===== src/common/fpga_subsys_pkg.sv =====
////////////////////////////////////////
// Shared widths, counts and register map for the motor subsystem
// Imported by every RTL module of the SPI register path and outputs
////////////////////////////////////////
`default_nettype none

package fpga_subsys_pkg;

    ////////////////////////////////////////
    // Bus and frame widths
    ////////////////////////////////////////
    localparam int ADDR_W         = 6;          // Register address width
    localparam int DATA_W         = 8;          // Register data width
    localparam int SPI_FRAME_BITS = 16;         // Bits per SPI transaction

    ////////////////////////////////////////
    // Channel counts
    ////////////////////////////////////////
    localparam int NUM_DRIVE      = 4;          // Drive motors, one UART each
    localparam int NUM_SERVO      = 4;          // Arm servos, one PWM each

    ////////////////////////////////////////
    // Register map
    ////////////////////////////////////////
    // Drive commands sit at 0x00..0x03, servo positions at 0x04..0x07
    localparam logic [ADDR_W-1:0] REG_DRIVE_BASE = 6'h00;  // First drive command
    localparam logic [ADDR_W-1:0] REG_SERVO_BASE = 6'h04;  // First servo position
    localparam logic [ADDR_W-1:0] REG_FAULT      = 6'h08;  // Motor faults, read only

endpackage

`default_nettype wire


===== src/hdl/fpga_subsys_top.sv =====
////////////////////////////////////////
// Top of the motor subsystem, SPI in, UART and servo PWM out
// Set BAUD_DIV to clock cycles per UART bit
////////////////////////////////////////
`default_nettype none

module fpga_subsys_top import fpga_subsys_pkg::*; #(
    parameter int BAUD_DIV = 116                    // 115200 baud at the board clock
) (
    // Clock and reset
    input  wire                 clock,              // Main clock
    input  wire                 arst_n,             // Async reset, active low

    // SPI from the host
    input  wire                 spi_clock,          // SPI clock, mode 0
    input  wire                 cs_n,               // Chip select, active low
    input  wire                 mosi,               // Master out slave in
    output wire                 miso,               // Master in slave out

    // Motors and servos
    input  wire [NUM_DRIVE-1:0] motor_fault,        // Fault pins from drive controllers
    output wire [NUM_DRIVE-1:0] sd_uart,            // Swerve drive UART lines
    output wire [NUM_SERVO-1:0] servo_pwm,          // Arm servo PWM waves
    output wire                 status_fault        // Fault LED
);

    wire [ADDR_W-1:0]           address;            // Read / write address
    wire                        write_en;           // Write strobe
    wire [DATA_W-1:0]           wr_data;            // Write data
    wire                        read_en;            // Read strobe
    wire [DATA_W-1:0]           rd_data;            // Read data
    wire [NUM_DRIVE*DATA_W-1:0] drive_cmd;          // Drive bytes, flat
    wire [NUM_SERVO*DATA_W-1:0] servo_pos;          // Servo positions, flat

    ////////////////////////////////////////
    // SPI slave and register file
    ////////////////////////////////////////
    spi_slave spi0 (
        .clock        (clock),
        .arst_n       (arst_n),
        .spi_clock    (spi_clock),
        .cs_n         (cs_n),
        .mosi         (mosi),
        .rd_data      (rd_data),
        .miso         (miso),
        .address      (address),
        .write_en     (write_en),
        .wr_data      (wr_data),
        .read_en      (read_en)
    );

    reg_file rf0 (
        .clock        (clock),
        .arst_n       (arst_n),
        .address      (address),
        .write_en     (write_en),
        .wr_data      (wr_data),
        .read_en      (read_en),
        .motor_fault  (motor_fault),
        .rd_data      (rd_data),
        .drive_cmd    (drive_cmd),
        .servo_pos    (servo_pos),
        .status_fault (status_fault)
    );

    ////////////////////////////////////////
    // Output side
    ////////////////////////////////////////
    for (genvar i = 0; i < NUM_DRIVE; i++) begin : g_drive
        drive_uart_tx #(.BAUD_DIV(BAUD_DIV)) uart_drv (
            .clock    (clock),
            .arst_n   (arst_n),
            .tx_data  (drive_cmd[i*DATA_W +: DATA_W]),  // Byte for motor i
            .uart_tx  (sd_uart[i])
        );
    end

    for (genvar i = 0; i < NUM_SERVO; i++) begin : g_servo
        servo_pwm servo_gen (
            .clock    (clock),
            .arst_n   (arst_n),
            .position (servo_pos[i*DATA_W +: DATA_W]),  // Position for servo i
            .pwm_out  (servo_pwm[i])
        );
    end

endmodule

`default_nettype wire


===== src/hdl/reg_file.sv =====
////////////////////////////////////////
// Register file behind the SPI slave
// Drive and servo bytes out, fault bits back in
////////////////////////////////////////
`default_nettype none

module reg_file import fpga_subsys_pkg::*; (
    input  wire                         clock,          // Main clock
    input  wire                         arst_n,         // Async reset, active low
    input  wire  [ADDR_W-1:0]           address,        // Read / write address
    input  wire                         write_en,       // Write strobe
    input  wire  [DATA_W-1:0]           wr_data,        // Write data
    input  wire                         read_en,        // Read strobe
    input  wire  [NUM_DRIVE-1:0]        motor_fault,    // Async fault pins
    output logic [DATA_W-1:0]           rd_data,        // Read data, combinational
    output logic [NUM_DRIVE*DATA_W-1:0] drive_cmd,      // Drive bytes, flat
    output logic [NUM_SERVO*DATA_W-1:0] servo_pos,      // Servo positions, flat
    output logic                        status_fault    // Fault LED
);

    localparam int DRV_IDX_W = $clog2(NUM_DRIVE);
    localparam int SRV_IDX_W = $clog2(NUM_SERVO);

    logic [DATA_W-1:0]    drive_regs [NUM_DRIVE];   // Drive command bytes
    logic [DATA_W-1:0]    servo_regs [NUM_SERVO];   // Servo positions
    logic [NUM_DRIVE-1:0] fault_meta;               // First sync stage
    logic [NUM_DRIVE-1:0] fault_sync;               // Fault register contents
    logic [ADDR_W-1:0]    drive_off;                // Offset into drive block
    logic [ADDR_W-1:0]    servo_off;                // Offset into servo block
    logic                 drive_hit;
    logic                 servo_hit;

    ////////////////////////////////////////
    // Address decode
    ////////////////////////////////////////
    assign drive_off = address - REG_DRIVE_BASE;
    assign servo_off = address - REG_SERVO_BASE;
    assign drive_hit = (address >= REG_DRIVE_BASE) && (drive_off < ADDR_W'(NUM_DRIVE));
    assign servo_hit = (address >= REG_SERVO_BASE) && (servo_off < ADDR_W'(NUM_SERVO));

    // Write side, fault register and holes ignore writes
    always_ff @(posedge clock or negedge arst_n) begin
        if (!arst_n) begin
            for (int i = 0; i < NUM_DRIVE; i++) drive_regs[i] <= '0;
            for (int i = 0; i < NUM_SERVO; i++) servo_regs[i] <= '0;
        end else if (write_en) begin
            if (drive_hit)
                drive_regs[drive_off[DRV_IDX_W-1:0]] <= wr_data;
            else if (servo_hit)
                servo_regs[servo_off[SRV_IDX_W-1:0]] <= wr_data;
        end
    end

    // Read mux, unmapped reads give zero
    always_comb begin
        rd_data = '0;
        if (drive_hit)
            rd_data = drive_regs[drive_off[DRV_IDX_W-1:0]];
        else if (servo_hit)
            rd_data = servo_regs[servo_off[SRV_IDX_W-1:0]];
        else if (address == REG_FAULT)
            rd_data = {{(DATA_W-NUM_DRIVE){1'b0}}, fault_sync};
    end

    ////////////////////////////////////////
    // Fault inputs
    ////////////////////////////////////////
    always_ff @(posedge clock or negedge arst_n) begin
        if (!arst_n) begin
            fault_meta   <= '0;
            fault_sync   <= '0;
            status_fault <= 1'b0;
        end else begin
            fault_meta   <= motor_fault;
            fault_sync   <= fault_meta;             // Two flops for readback
            status_fault <= |motor_fault;           // LED one cycle behind pins
        end
    end

    // Flatten for the output side
    for (genvar i = 0; i < NUM_DRIVE; i++) begin : g_drive_out
        assign drive_cmd[i*DATA_W +: DATA_W] = drive_regs[i];
    end
    for (genvar i = 0; i < NUM_SERVO; i++) begin : g_servo_out
        assign servo_pos[i*DATA_W +: DATA_W] = servo_regs[i];
    end

    // Fault register is read only, a write there lands in no stored byte
    assert property (@(posedge clock) disable iff (!arst_n)
        (write_en && address == REG_FAULT) |=> ($stable(drive_cmd) && $stable(servo_pos)));

    // SPI slave captures rd_data with the strobe
    assert property (@(posedge clock) disable iff (!arst_n)
        read_en |-> !$isunknown(rd_data));

endmodule

`default_nettype wire


===== src/motor/drive_uart_tx.sv =====
////////////////////////////////////////
// 8N1 transmitter that repeats one drive command byte
// Frames run back to back from reset on
////////////////////////////////////////
`default_nettype none

module drive_uart_tx import fpga_subsys_pkg::*; #(
    parameter int BAUD_DIV = 116                    // Clock cycles per bit
) (
    input  wire              clock,                 // Main clock
    input  wire              arst_n,                // Async reset, active low
    input  wire [DATA_W-1:0] tx_data,               // Byte to repeat
    output logic             uart_tx                // Serial line, idles high
);

    localparam int                BAUD_W    = $clog2(BAUD_DIV);
    localparam logic [BAUD_W-1:0] BAUD_LAST = BAUD_W'(BAUD_DIV - 1);
    localparam logic [3:0]        STOP_BIT  = 4'(DATA_W + 1);  // Start, data, stop

    logic [BAUD_W-1:0] baud_cnt;                    // Cycles into current bit
    logic [3:0]        bit_cnt;                     // Bit slot in the frame
    logic [DATA_W-1:0] shift_reg;                   // Data bits left to send

    ////////////////////////////////////////
    // Baud and bit counters
    ////////////////////////////////////////
    always_ff @(posedge clock or negedge arst_n) begin
        if (!arst_n) begin
            baud_cnt <= '0;
            bit_cnt  <= '0;
        end else if (baud_cnt == BAUD_LAST) begin
            baud_cnt <= '0;
            bit_cnt  <= (bit_cnt == STOP_BIT) ? 4'd0 : bit_cnt + 4'd1;  // No gap
        end else begin
            baud_cnt <= baud_cnt + 1'b1;
        end
    end

    // Line driver, updates on the first cycle of each bit
    always_ff @(posedge clock or negedge arst_n) begin
        if (!arst_n) begin
            uart_tx   <= 1'b1;                      // Idle until first start
            shift_reg <= '0;
        end else if (baud_cnt == '0) begin
            if (bit_cnt == 4'd0) begin
                uart_tx   <= 1'b0;                  // Start bit
                shift_reg <= tx_data;               // Byte fixed for this frame
            end else if (bit_cnt == STOP_BIT) begin
                uart_tx   <= 1'b1;                  // Stop bit
            end else begin
                uart_tx   <= shift_reg[0];          // LSB first
                shift_reg <= {1'b0, shift_reg[DATA_W-1:1]};
            end
        end
    end

    assert property (@(posedge clock) disable iff (!arst_n)
        bit_cnt <= STOP_BIT);

endmodule

`default_nettype wire


===== src/motor/servo_pwm.sv =====
////////////////////////////////////////
// 8-bit frame PWM for one arm servo
// High for position cycles out of every 256
////////////////////////////////////////
`default_nettype none

module servo_pwm import fpga_subsys_pkg::*; (
    input  wire              clock,                 // Main clock
    input  wire              arst_n,                // Async reset, active low
    input  wire [DATA_W-1:0] position,              // Requested high time
    output logic             pwm_out                // PWM wave to servo
);

    logic [DATA_W-1:0] frame_cnt;                   // Free-running frame position
    logic [DATA_W-1:0] pos_held;                    // Position for this frame

    ////////////////////////////////////////
    // Frame counter and position hold
    ////////////////////////////////////////
    always_ff @(posedge clock or negedge arst_n) begin
        if (!arst_n) begin
            frame_cnt <= '0;
            pos_held  <= '0;                        // Output low after reset
        end else begin
            frame_cnt <= frame_cnt + 1'b1;          // Wraps every 256 cycles
            if (frame_cnt == '1)
                pos_held <= position;               // Takes effect at count 0
        end
    end

    // High for counts 0 .. pos_held-1
    assign pwm_out = (frame_cnt < pos_held);

endmodule

`default_nettype wire


===== src/spi/spi_slave.sv =====
////////////////////////////////////////
// Mode 0 SPI slave, 16-bit frames to register strobes
// Needs clock at least 8x spi_clock
////////////////////////////////////////
`default_nettype none

module spi_slave import fpga_subsys_pkg::*; (
    input  wire               clock,                // Main clock
    input  wire               arst_n,               // Async reset, active low
    input  wire               spi_clock,            // SPI clock, async
    input  wire               cs_n,                 // Chip select, async
    input  wire               mosi,                 // Serial data in, async
    input  wire  [DATA_W-1:0] rd_data,              // Read data from register file
    output logic              miso,                 // Serial data out
    output logic [ADDR_W-1:0] address,              // Latched register address
    output logic              write_en,             // One-cycle write strobe
    output logic [DATA_W-1:0] wr_data,              // Write data
    output logic              read_en               // One-cycle read strobe
);

    localparam int CNT_W      = $clog2(SPI_FRAME_BITS + 1);
    localparam int ADDR_DONE  = SPI_FRAME_BITS/2 - 1;   // Count before 8th rise
    localparam int FRAME_DONE = SPI_FRAME_BITS - 1;     // Count before last rise

    logic [2:0]                sclk_sync;           // Two sync stages plus history
    logic [1:0]                cs_sync;             // Chip select sync
    logic [1:0]                mosi_sync;           // Data sync
    logic                      sclk_rise;           // Rising SPI edge seen
    logic                      sclk_fall;           // Falling SPI edge seen
    logic                      cs_active;           // Frame in progress
    logic                      mosi_bit;            // Synced data bit
    logic [CNT_W-1:0]          bit_cnt;             // Bits received this frame
    logic [SPI_FRAME_BITS-2:0] shift_in;            // All but the last bit
    logic [DATA_W-1:0]         tx_shift;            // Read data going out

    ////////////////////////////////////////
    // Pin synchronizers
    ////////////////////////////////////////
    always_ff @(posedge clock or negedge arst_n) begin
        if (!arst_n) begin
            sclk_sync <= '0;
            cs_sync   <= 2'b11;                     // Deselected
            mosi_sync <= '0;
        end else begin
            sclk_sync <= {sclk_sync[1:0], spi_clock};
            cs_sync   <= {cs_sync[0], cs_n};
            mosi_sync <= {mosi_sync[0], mosi};
        end
    end

    assign sclk_rise = sclk_sync[1] & ~sclk_sync[2];
    assign sclk_fall = ~sclk_sync[1] & sclk_sync[2];
    assign cs_active = ~cs_sync[1];
    assign mosi_bit  = mosi_sync[1];

    ////////////////////////////////////////
    // Bit counter and input shifter
    ////////////////////////////////////////
    always_ff @(posedge clock or negedge arst_n) begin
        if (!arst_n) begin
            bit_cnt  <= '0;
            shift_in <= '0;
        end else if (!cs_active) begin
            bit_cnt  <= '0;                         // Short frames die here
        end else if (sclk_rise && bit_cnt != CNT_W'(SPI_FRAME_BITS)) begin
            bit_cnt  <= bit_cnt + 1'b1;
            shift_in <= {shift_in[SPI_FRAME_BITS-3:0], mosi_bit};  // MSB first
        end
    end

    // Strobes, one cycle after the synced edge
    always_ff @(posedge clock or negedge arst_n) begin
        if (!arst_n) begin
            address  <= '0;
            wr_data  <= '0;
            read_en  <= 1'b0;
            write_en <= 1'b0;
        end else begin
            read_en  <= 1'b0;
            write_en <= 1'b0;
            if (cs_active && sclk_rise) begin
                if (bit_cnt == CNT_W'(ADDR_DONE)) begin
                    address <= {shift_in[ADDR_W-2:0], mosi_bit};  // Bits 13..8
                    read_en <= ~shift_in[ADDR_DONE-1];            // Bit 15 low
                end
                if (bit_cnt == CNT_W'(FRAME_DONE)) begin
                    wr_data  <= {shift_in[DATA_W-2:0], mosi_bit};
                    write_en <= shift_in[FRAME_DONE-1];           // Bit 15 high
                end
            end
        end
    end

    ////////////////////////////////////////
    // Read data out on miso
    ////////////////////////////////////////
    always_ff @(posedge clock or negedge arst_n) begin
        if (!arst_n) begin
            tx_shift <= '0;
            miso     <= 1'b0;
        end else if (!cs_active) begin
            tx_shift <= '0;                         // Write frames send zeros
            miso     <= 1'b0;
        end else if (read_en) begin
            tx_shift <= rd_data;                    // Capture with the strobe
        end else if (sclk_fall && bit_cnt > CNT_W'(ADDR_DONE)
                     && bit_cnt < CNT_W'(SPI_FRAME_BITS)) begin
            miso     <= tx_shift[DATA_W-1];         // Next bit for master
            tx_shift <= {tx_shift[DATA_W-2:0], 1'b0};
        end
    end

    // Read fires mid-frame, write at frame end
    assert property (@(posedge clock) disable iff (!arst_n)
        !(write_en && read_en));

endmodule

`default_nettype wire


===== config.mk =====
export PLATFORM = sky130hd
export DESIGN_NAME = fpga_subsys_top
export DESIGN_NICKNAME = d
export VERILOG_FILES = /design/src/common/fpga_subsys_pkg.sv /design/src/hdl/fpga_subsys_top.sv /design/src/hdl/reg_file.sv /design/src/motor/drive_uart_tx.sv /design/src/motor/servo_pwm.sv /design/src/spi/spi_slave.sv
export SDC_FILE = /design/constraint.sdc
export NUM_CORES = 1
export LEC_CHECK = 0
export BUFFER_PORTS_ARGS = -buffer_cell sky130_fd_sc_hd__buf_2
export CAP_MARGIN = 20
export CORE_MARGIN = 2
export CORE_UTILIZATION = 60
export DETAILED_ROUTE_END_ITERATION = 7
export PLACE_DENSITY = 0.74
export SLEW_MARGIN = 10
export SYNTH_ARGS = -nofsm -noshare
export SYNTH_HDL_FRONTEND = slang
export SYNTH_HIERARCHICAL = 1
export SYNTH_SLANG_ARGS = --single-unit

===== constraint.sdc =====
create_clock -name clock -period 3.65 [get_ports clock]
set_input_delay 0.1825 -clock clock [delete_from_list [all_inputs] [get_ports clock]]
set_output_delay 0.1825 -clock clock [all_outputs]
set_load 0.005 [all_outputs]

# ---- Word level (Yosys, flattened, before mapping)
# Index checks and enable logic that the tools add are counted.
dict set report op_classes {
  n_addsub 14
  order_cmp 14
  eq_ne 21
  muxes 51
  bitwise 9
  reduce_logical 30
}
# op n
set op_table {}
lappend op_table {{8-bit 2-to-1 mux} 19}
lappend op_table {{32-bit bitwise mux} 2}
lappend op_table {{8-bit by 1-bit adder with 8-bit output, second input constant} 4}
lappend op_table {{8-bit binary-select mux with 2-bit select} 2}
lappend op_table {{8-bit demux with 2-bit select} 2}
lappend op_table {{8-bit equality test, second input constant} 4}
lappend op_table {{8-bit < comparator} 4}
lappend op_table {{7-bit by 1-bit adder with 7-bit output, second input constant} 4}
lappend op_table {{7-bit equality test, second input constant} 4}
lappend op_table {{7-bit logical NOT} 4}
lappend op_table {{7-bit 2-to-1 mux} 4}
lappend op_table {{4-bit 2-to-1 mux} 5}
lappend op_table {{2-bit AND reduction} 9}
lappend op_table {{4-bit by 1-bit adder with 4-bit output, second input constant} 4}
lappend op_table {{4-bit equality test, second input constant} 4}
lappend op_table {{4-bit logical NOT} 4}
lappend op_table {{1-bit 2-to-1 mux} 15}
lappend op_table {{6-bit by 3-bit < comparator with 1-bit output, second input constant} 2}
lappend op_table {{5-bit 2-to-1 mux} 2}
lappend op_table {{1-bit logical AND} 8}
lappend op_table {{2-bit by 1-bit != test with 1-bit output, second input constant} 4}
lappend op_table {{6-bit by 4-bit equality test with 1-bit output, second input constant} 1}
lappend op_table {{3-bit greater-or-equal comparator, second input constant} 2}
lappend op_table {{6-bit by 1-bit greater-or-equal comparator with 1-bit output, second input constant} 1}
lappend op_table {{other kinds (17)} 25}
dict set report totals {
  register_bits 269
  input_bits 9
  out_inout_bits 10
  elab_cells 185
}

# ---- Logic depth before layout (Yosys ltp)
# Gate-level depths: netlist of the first run.
dict set report depth {
  depth_word 9
  depth_mapped 9
  depth_no_buf 6
}

# ---- Hierarchy
# The synthesis of the first run kept the hierarchy.
# module n_inst cells_per_inst area_each_um2 seq_area_each_um2
set by_module_without_submodules {}
lappend by_module_without_submodules {drive_uart_tx 4 88 1041.0 501.7}
lappend by_module_without_submodules {servo_pwm 4 68 848.3 400.4}
lappend by_module_without_submodules {reg_file 1 198 3256.9 1826.8}
lappend by_module_without_submodules {spi_slave 1 165 2239.6 1303.8}

# ---- Worst setup path before layout of the first run
# No wires, ideal clock.
dict set report synth_timing {
  kind {register to register}
  start {register spi0.address[1]}
  end {register spi0.tx_shift[4]}
  setup_ns 0.125
  t_arrival_ns 2.144
  t_required_ns 3.525
  slack_ns 1.381
  path_stages_with_launch 9
  n_path_buf 3
  period_less_slack_ns 2.269
  path_cell_list {dfrtp_1 > buf_2 > buf_1 > buf_1 > mux4_2 > a22o_1 > mux2i_1 > nor2_1 > mux2_2}
}
dict set report synth_between {
  elab_chain_len 9
  word_cells_on_any_way 19
  classes_between {add/sub (1); order compare (4); mux (10); bitwise (2); reduce/logical (2)}
}
# element line
set synth_lines {}
lappend synth_lines {{from (decl)} spi_slave.sv:15} ;# output logic [ADDR_W-1:0] address,
lappend synth_lines {{from (signal assigned)} spi_slave.sv:83} ;# address <= {shift_in[ADDR_W-2:0], mosi_bit};
lappend synth_lines {{branches (longest 6 deep; another with 6-bit by 3-bit subtractor with 6-bit output)} -}
lappend synth_lines {{8-bit 2-to-1 mux (*)} reg_file.sv:57} ;# if (drive_hit)
lappend synth_lines {{via rd_data[4]} fpga_subsys_top.sv:31} ;# wire [DATA_W-1:0] rd_data;
lappend synth_lines {{8-bit 2-to-1 mux (*)} spi_slave.sv:104} ;# end else if (read_en) begin
lappend synth_lines {{8-bit 2-to-1 mux (*)} spi_slave.sv:101} ;# end else if (!cs_active) begin
lappend synth_lines {{to (signal assigned)} spi_slave.sv:105} ;# tx_shift <= rd_data;
lappend synth_lines {{to (signal assigned)} spi_slave.sv:109} ;# tx_shift <= {tx_shift[DATA_W-2:0], 1'b0};
lappend synth_lines {{to (decl)} spi_slave.sv:34} ;# logic [DATA_W-1:0] tx_shift;
# Mark *: on every way through the listed nets, which the timed path passes. The select of a mux whose other input is x is not followed.
# A chain may end at the register's enable or synchronous reset.

# ---- Worst setup path in the final report of the first run
dict set report layout_timing {
  start {register spi0.address[0]}
  end {register spi0.tx_shift[6]}
}
# Same word-level chain as after synthesis.

==> results.py, run 1 <==
metrics = {
    "run_status": {
        "status": "completed",
    },
    "min_path": {
        "hold_path_class": "primary input to register",
        "whs_path_depth": 2,
        "hold_start": "motor_fault[1]",
        "min_to": "rf0/fault_meta[1]",
    },
    "logic_synthesis": {
        "synth_area_leaders": "dfrtp_1 (50%), mux2_2 (11%), ha_1 (4.1%)",
        "synth_nets": 1039,
        "synth-seq-cells": 269,
        "synth_area_mm2": 0.01305,
        "yosysMostFrequentCell": "dfrtp_1",
        "syn_area_per_cell_um2": 13.23,
        "yosysTopAreaCell": "dfrtp_1",
        "ys_async_sr_fraction_pct": 100.0,
        "seq_area_frac_synth_pct": 51.62,
        "synth_edf_count": 0,
        "synth_cell_type_count": 64,
        "synth_flop_cell": "dfrtp_1",
        "syn_inst": 987,
        "synth_top_area_share_pct": 50.42,
        "ys_warn_count": 6,
        "synth_top_cells_by_count": "dfrtp_1 (263), mux2_2 (131), inv_1 (61)",
    },
    "setup_path": {
        "r2r_end": "spi0/tx_shift[6]",
        "rrSetupSlack_ps": 1180,
        "critPathMaxStageDelay_ps": 790,
        "critPathMaxFanout": 13,
        "cp_cell_sequence": "buf_4, mux4_2, a22o_1, mux2i_1, nor2_1, mux2_2",
        "r2r-start": "spi0/address[0]",
        "cp_slowest_cell": "dfrtp_1",
        "cp.required_ps": 4060,
        "worstSetupPathType": "register to register",
        "r2r_cells": 6,
        "cp-end-kind": "register",
        "start_kind": "register",
        "cp_data_arrival_time_ps": 2880,
    },
    "power_and_ir_drop": {
        "p_sw_share_pct": 21.27,
        "power.switching_w": 0.001308,
        "seqPwrFrac_pct": 50.1,
        "power.density_mw_per_mm2": 426.2,
        "internal_power_w": 0.004842,
        "leakagePower_nw": 6.935,
        "combinationalPowerShare_pct": 2.2,
        "peakVddDrop_v": 0.0004893,
        "p_clk_share_pct": 47.7,
    },
    "global_route": {
        "antenna_found_initial": 0,
        "grt_max_degree": 110,
        "globalRouteOverflowTotal": 0,
        "grt_pass1_wl_mm": 40.34,
        "grt_util_all_layers_pct": 22.16,
        "grt_pass1_vias": 7662,
    },
    "placed_design": {
        "place_worst_setup_slack_ps": 1193,
        "hpwl_mm": 15.98,
        "dpl_cell_area_mm2": 0.01338,
        "gp_congestion": 0.8784,
        "numPortBuffers": 18,
    },
    "timing": {
        "relSlewSlack_pct": 33.11,
        "worstMarginPinSlew_ps": 1003,
        "fin_crit_sh_pct": 67.63,
        "fmax_mhz": 405.1,
        "period_minus_slack_ps": 2468,
        "fin_skew_ps": 25.76,
        "setup_tns_ps": 0,
        "rsz0062_at_grt": "no",
        "setup_violations": 0,
        "report.final.slew_viol_count": 0,
        "worst_slack_ps": 1182,
        "holdWs_ps": 286.3,
        "hold_viol_final": 0,
    },
    "route": {
        "routed_wl_mm": 23.99,
        "avgRoutedWirePerCell_um": 18.23,
        "antenna_left": 0,
        "via_per_inst": 5.812,
        "drc": 0,
        "first_pass_iters": 4,
        "drtIter0Drc": 449,
        "routed-via-count": 7648,
    },
    "floorplanning": {
        "core_mm2": 0.02122,
        "io_pins": 19,
        "rows": 53,
        "dieHeight_um": 151.5,
        "start_util_pct": 61.52,
        "dieArea_mm2": 0.02295,
        "fp.dieW_um": 151.5,
    },
    "finish": {
        "n_antenna_cell": 0,
        "drive_above_1_share_pct": 28.63,
        "nNetsFinal": 1071,
        "final_util_pct": 68.00,
        "n_fill_cell": 1537,
        "area_delta_synth_final_pct": 10.54,
        "fin_area_mm2": 0.01443,
    },
    "cts": {
        "cts_tree": "yes",
        "clkTransAtPathRegs_ps": 60,
        "clk_latency_ps": 550,
        "clk_path_buf_depth": 3,
        "cts.sinks": 269,
        "numCtsBuffers": 29,
        "cts_root_buf": "clkbuf_16",
        "cts-htree-levels": 1,
    },
    "flow_run": {
        "drv_cap": 0,
    },
}
per-stage QoR:
stage	power, W	cells
5_1_grt	0.006384	1316
6_report	0.006151	1316
4_1_cts	0.006228	1316
3_3_place_gp	0.003261	1255
2_1_floorplan	0.003171	987
3_5_place_dp	0.003264	1255
power groups by stage:
stage	combinational, W	clock [W]	sequential [W]
floorplan	0.0000567	0	0.00311
global placement	0.000128	0	0.00313
detailed placement	0.000131	0	0.00313
CTS	0.000138	0.00301	0.00308
global route	0.000156	0.00314	0.00309
finish	0.000133	0.00294	0.00308
cell families after synthesis:
group / count (synthesis) / synth area share, %
compound gates: 90 / 4.505
xor+xnor: 44 / 2.952
fa+ha+maj: 43 / 4.122
buf+inv: 91 / 3.144
flops: 269 / 51.62
mux: 224 / 21.46
simple gates: 226 / 12.19
how the worst max path moves through the flow:
stage,cells past startpoint,to,slack [ps],startpoint
finish,6,spi0/tx_shift[6],1180,spi0/address[0]
floorplan,8,spi0/tx_shift[4],1380,spi0/address[1]
CTS,6,spi0/tx_shift[6],1150,spi0/address[0]
detailed placement,6,spi0/tx_shift[6],1190,spi0/address[0]
global route,6,spi0/tx_shift[6],970,spi0/address[0]
global placement,6,spi0/tx_shift[6],1210,spi0/address[0]
layer usage:
metal,GRT usage [%],up-vias,wire [um]
met4,4.583,0,443
met5,0,-,0
met2,34.05,107,10910
met1,33.85,3885,11740
li1,-,3613,-
met3,3.443,43,899
layout by cell type (no fill, tap or decap), types with 17 or more instances in the layout:
| cell type | Yosys | layout |
|---|---|---|
| mux2_1 | 28 | 28 |
| nor2_1 | 51 | 51 |
| nor2b_1 | 23 | 23 |
| dfrtp_1 | 263 | 263 |
| inv_1 | 61 | 61 |
| nand2_1 | 22 | 22 |
| o21ai_0 | 17 | 17 |
| mux2_2 | 131 | 131 |
| a21oi_1 | 29 | 29 |
| clkbuf_16 | 0 | 29 |
| mux2i_1 | 17 | 17 |
| buf_2 | 9 | 17 |
| ha_1 | 43 | 43 |
| nand3_1 | 39 | 39 |
| mux2_4 | 32 | 32 |
| xnor2_1 | 24 | 24 |
| xor2_1 | 20 | 20 |
repair_timing:
action                    in CTS  in global routing
hold endpoints to repair     112                  0
gates resized for setup        0                  0
hold buffers                   8                  0
buffers inserted               0                  0
layout make-up:
class,instances,area (um2),share of cell area (%)
Sequential cell,269,6739,46.70
Multi-Input combinational cell,627,5904,40.92
Clock buffer,37,795.8,5.515
Tap cell,275,344.1,2.384
Timing Repair Buffer,31,242.7,1.682
Inverter,61,229.0,1.587
Clock inverter,16,175.2,1.214
worst max-delay path: cells and delay by family, from the launching register on:
family          cells  cell delay (ps)
mux                 3              920
buf+inv             1              370
compound gates      1              210
simple gates        1               50
flops               1              790
(Power assumes the default switching activity.)
==> run 2: changes to the inputs <==
--- a/config.mk
+++ b/config.mk
@@ -8,7 +8,7 @@
 export BUFFER_PORTS_ARGS = -buffer_cell sky130_fd_sc_hd__buf_2
 export CAP_MARGIN = 20
 export CORE_MARGIN = 2
-export CORE_UTILIZATION = 60
+export CORE_UTILIZATION = 57
 export DETAILED_ROUTE_END_ITERATION = 7
 export PLACE_DENSITY = 0.74
 export SLEW_MARGIN = 10
==> constraint.sdc (replaced) <==
create_clock -name clock -period 2.11 [get_ports clock]
set_input_delay 0.1055 -clock clock [delete_from_list [all_inputs] [get_ports clock]]
set_output_delay 0.1055 -clock clock [all_outputs]
set_load 0.005 [all_outputs]
==> results.py, run 2 (synthesized netlist as in run 1, its figures left out) <==
metrics = {
    "global_route": {
        "grt_pass1_vias": 7756,
        "globalRouteOverflowTotal": 0,
        "grt_max_degree": 61,
        "grt_pass1_wl_mm": 40.30,
        "grt_util_all_layers_pct": 20.50,
        "antenna_found_initial": 1,
    },
    "cts": {
        "clk_path_buf_depth": 3,
        "clk_latency_ps": 550,
        "cts_tree": "yes",
        "cts_root_buf": "clkbuf_16",
        "cts.sinks": 269,
        "numCtsBuffers": 29,
        "cts-htree-levels": 1,
        "clkTransAtPathRegs_ps": 60,
        "post_cts_buffers": 0,
    },
    "route": {
        "avgRoutedWirePerCell_um": 17.42,
        "met1_length_mm": 12.04,
        "routed_wl_mm": 23.55,
        "drtIter0Drc": 399,
        "wl_met2_mm": 10.32,
        "routed-via-count": 7657,
        "via_per_inst": 5.663,
        "drc": 0,
        "highest_layer": "met4",
        "antenna_left": 0,
        "wl_met3_um": 717,
        "first_pass_iters": 4,
    },
    "placed_design": {
        "numPortBuffers": 18,
        "dpl_cell_area_mm2": 0.01363,
        "hpwl_mm": 15.95,
        "gp_congestion": 0.8147,
    },
    "floorplanning": {
        "dieArea_mm2": 0.02413,
        "dieHeight_um": 155.3,
        "rows": 55,
        "io_pins": 19,
        "start_util_pct": 57.83,
        "core_mm2": 0.02257,
        "fp.dieW_um": 155.3,
    },
    "min_path": {
        "hold_path_class": "primary input to asynchronous set/reset pin",
    },
    "setup_path": {
        "cp_data_arrival_time_ps": 1900,
        "critPathMaxFanout": 5,
        "cp.required_ps": 2000,
        "cp-end-kind": "output port",
        "cp_slowest_cell": "dfrtp_1",
        "start_kind": "register",
        "critPathMaxStageDelay_ps": 460,
        "cp_cell_sequence": "ha_1, a21oi_1, o211ai_1, a21oi_1, buf_2",
        "critPathMostFrequentCell": "a21oi_1",
        "worstSetupPathType": "register to output port",
    },
    "finish": {
        "mostFrequentLayoutCells": "dfrtp_1 (262), mux2_2 (131), inv_1 (61)",
        "area_delta_synth_final_pct": 13.00,
        "final_util_pct": 65.35,
        "nNetsFinal": 1097,
        "final_common_cell": "dfrtp_1",
        "n_fill_cell": 1643,
        "n_antenna_cell": 0,
        "fin_area_mm2": 0.01475,
        "drive_above_1_share_pct": 30.65,
    },
    "timing": {
        "period_minus_slack_ps": 2001,
        "report.final.slew_viol_count": 0,
        "hold_viol_final": 0,
        "worstMarginPinSlew_ps": 746.9,
        "fin_skew_ps": 11.04,
        "relSlewSlack_pct": 50.10,
        "fin_crit_sh_pct": 94.85,
        "holdWs_ps": 79.40,
        "setup_violations": 0,
        "rsz0062_at_grt": "no",
        "fmax_mhz": 499.6,
        "setup_tns_ps": 0,
    },
    "power_and_ir_drop": {
        "power.density_mw_per_mm2": 740.8,
        "power.total_w": 0.01093,
        "leakagePower_nw": 7.101,
        "peakVddDrop_v": 0.0006054,
    },
    "run_status": {
        "status": "completed",
    },
    "flow_run": {
        "drv_cap": 0,
    },
}
## run 2: layer usage
| metal | global-route usage, % | vias to the layer above |
|---|---|---|
| li1 | - | 3666 |
| met3 | 2.618 | 37 |
| met4 | 4.587 | 0 |
| met1 | 31.94 | 3864 |
| met5 | 0 | - |
| met2 | 30.99 | 90 |
## run 2: power breakdown
group | switching (W) | total [W] | leakage, nW | internal (W)
registers | 0.0000867 | 0.00533 | 3.57 | 0.00525
logic | 0.000151 | 0.000255 | 3.03 | 0.000104
clock network | 0.00204 | 0.00534 | 0.499 | 0.00330
total | 0.00228 | 0.0109 | 7.10 | 0.00865
## run 2: critical path, delay by kind of cell (launching register included)
| family | cells | cell delay (ps) |
|---|---|---|
| flip-flops | 1 | 460 |
| AO/OA/AOI/OAI | 3 | 420 |
| adder cells (fa/ha/maj) | 1 | 340 |
| buffers and inverters | 1 | 140 |
## run 2: cell type report
type | count | area (um2) | share of cell area [%]
timing repair buffer | 57 | 475.5 | 3.223
sequential | 269 | 6740 | 45.70
inverter | 61 | 229.0 | 1.552
clock buffer | 42 | 854.6 | 5.794
tap | 285 | 356.6 | 2.418
multi-input combinational | 627 | 5923 | 40.16
clock inverter | 11 | 171.4 | 1.162
## run 2: repair_timing
action	4_1_cts	5_1_grt
endpoints found under the hold margin	271	0
setup endpoints to repair	0	11
hold buffers	8	0
resized for setup	0	4
## run 2: path summary, 6_finish.rpt
check / slack (ps) / cells after the start / from / to
max: 110 / 5 / g_servo[2].servo_gen/frame_cnt[4] / servo_pwm[2]
min: 80 / 2 / arst_n / g_servo[0].servo_gen/frame_cnt[6]
max reg2reg: 150 / 5 / spi0/address[5] / rf0/servo_pos[9]
min reg2reg: 340 / 0 / rf0/fault_meta[0] / rf0/fault_sync[0]
max in group asynchronous: 1290 / 3 / arst_n / g_drive[1].uart_drv/uart_tx
min in group clock: 210 / 2 / spi_clock / spi0/sclk_sync[0]
## run 2: through the flow
step	instances	setup WS, ps
2_1_floorplan	987	18.92
3_3_place_gp	1291	87.80
3_5_place_dp	1291	78.97
4_1_cts	1352	57.34
5_1_grt	1352	5.345
6_report	1352	108.6
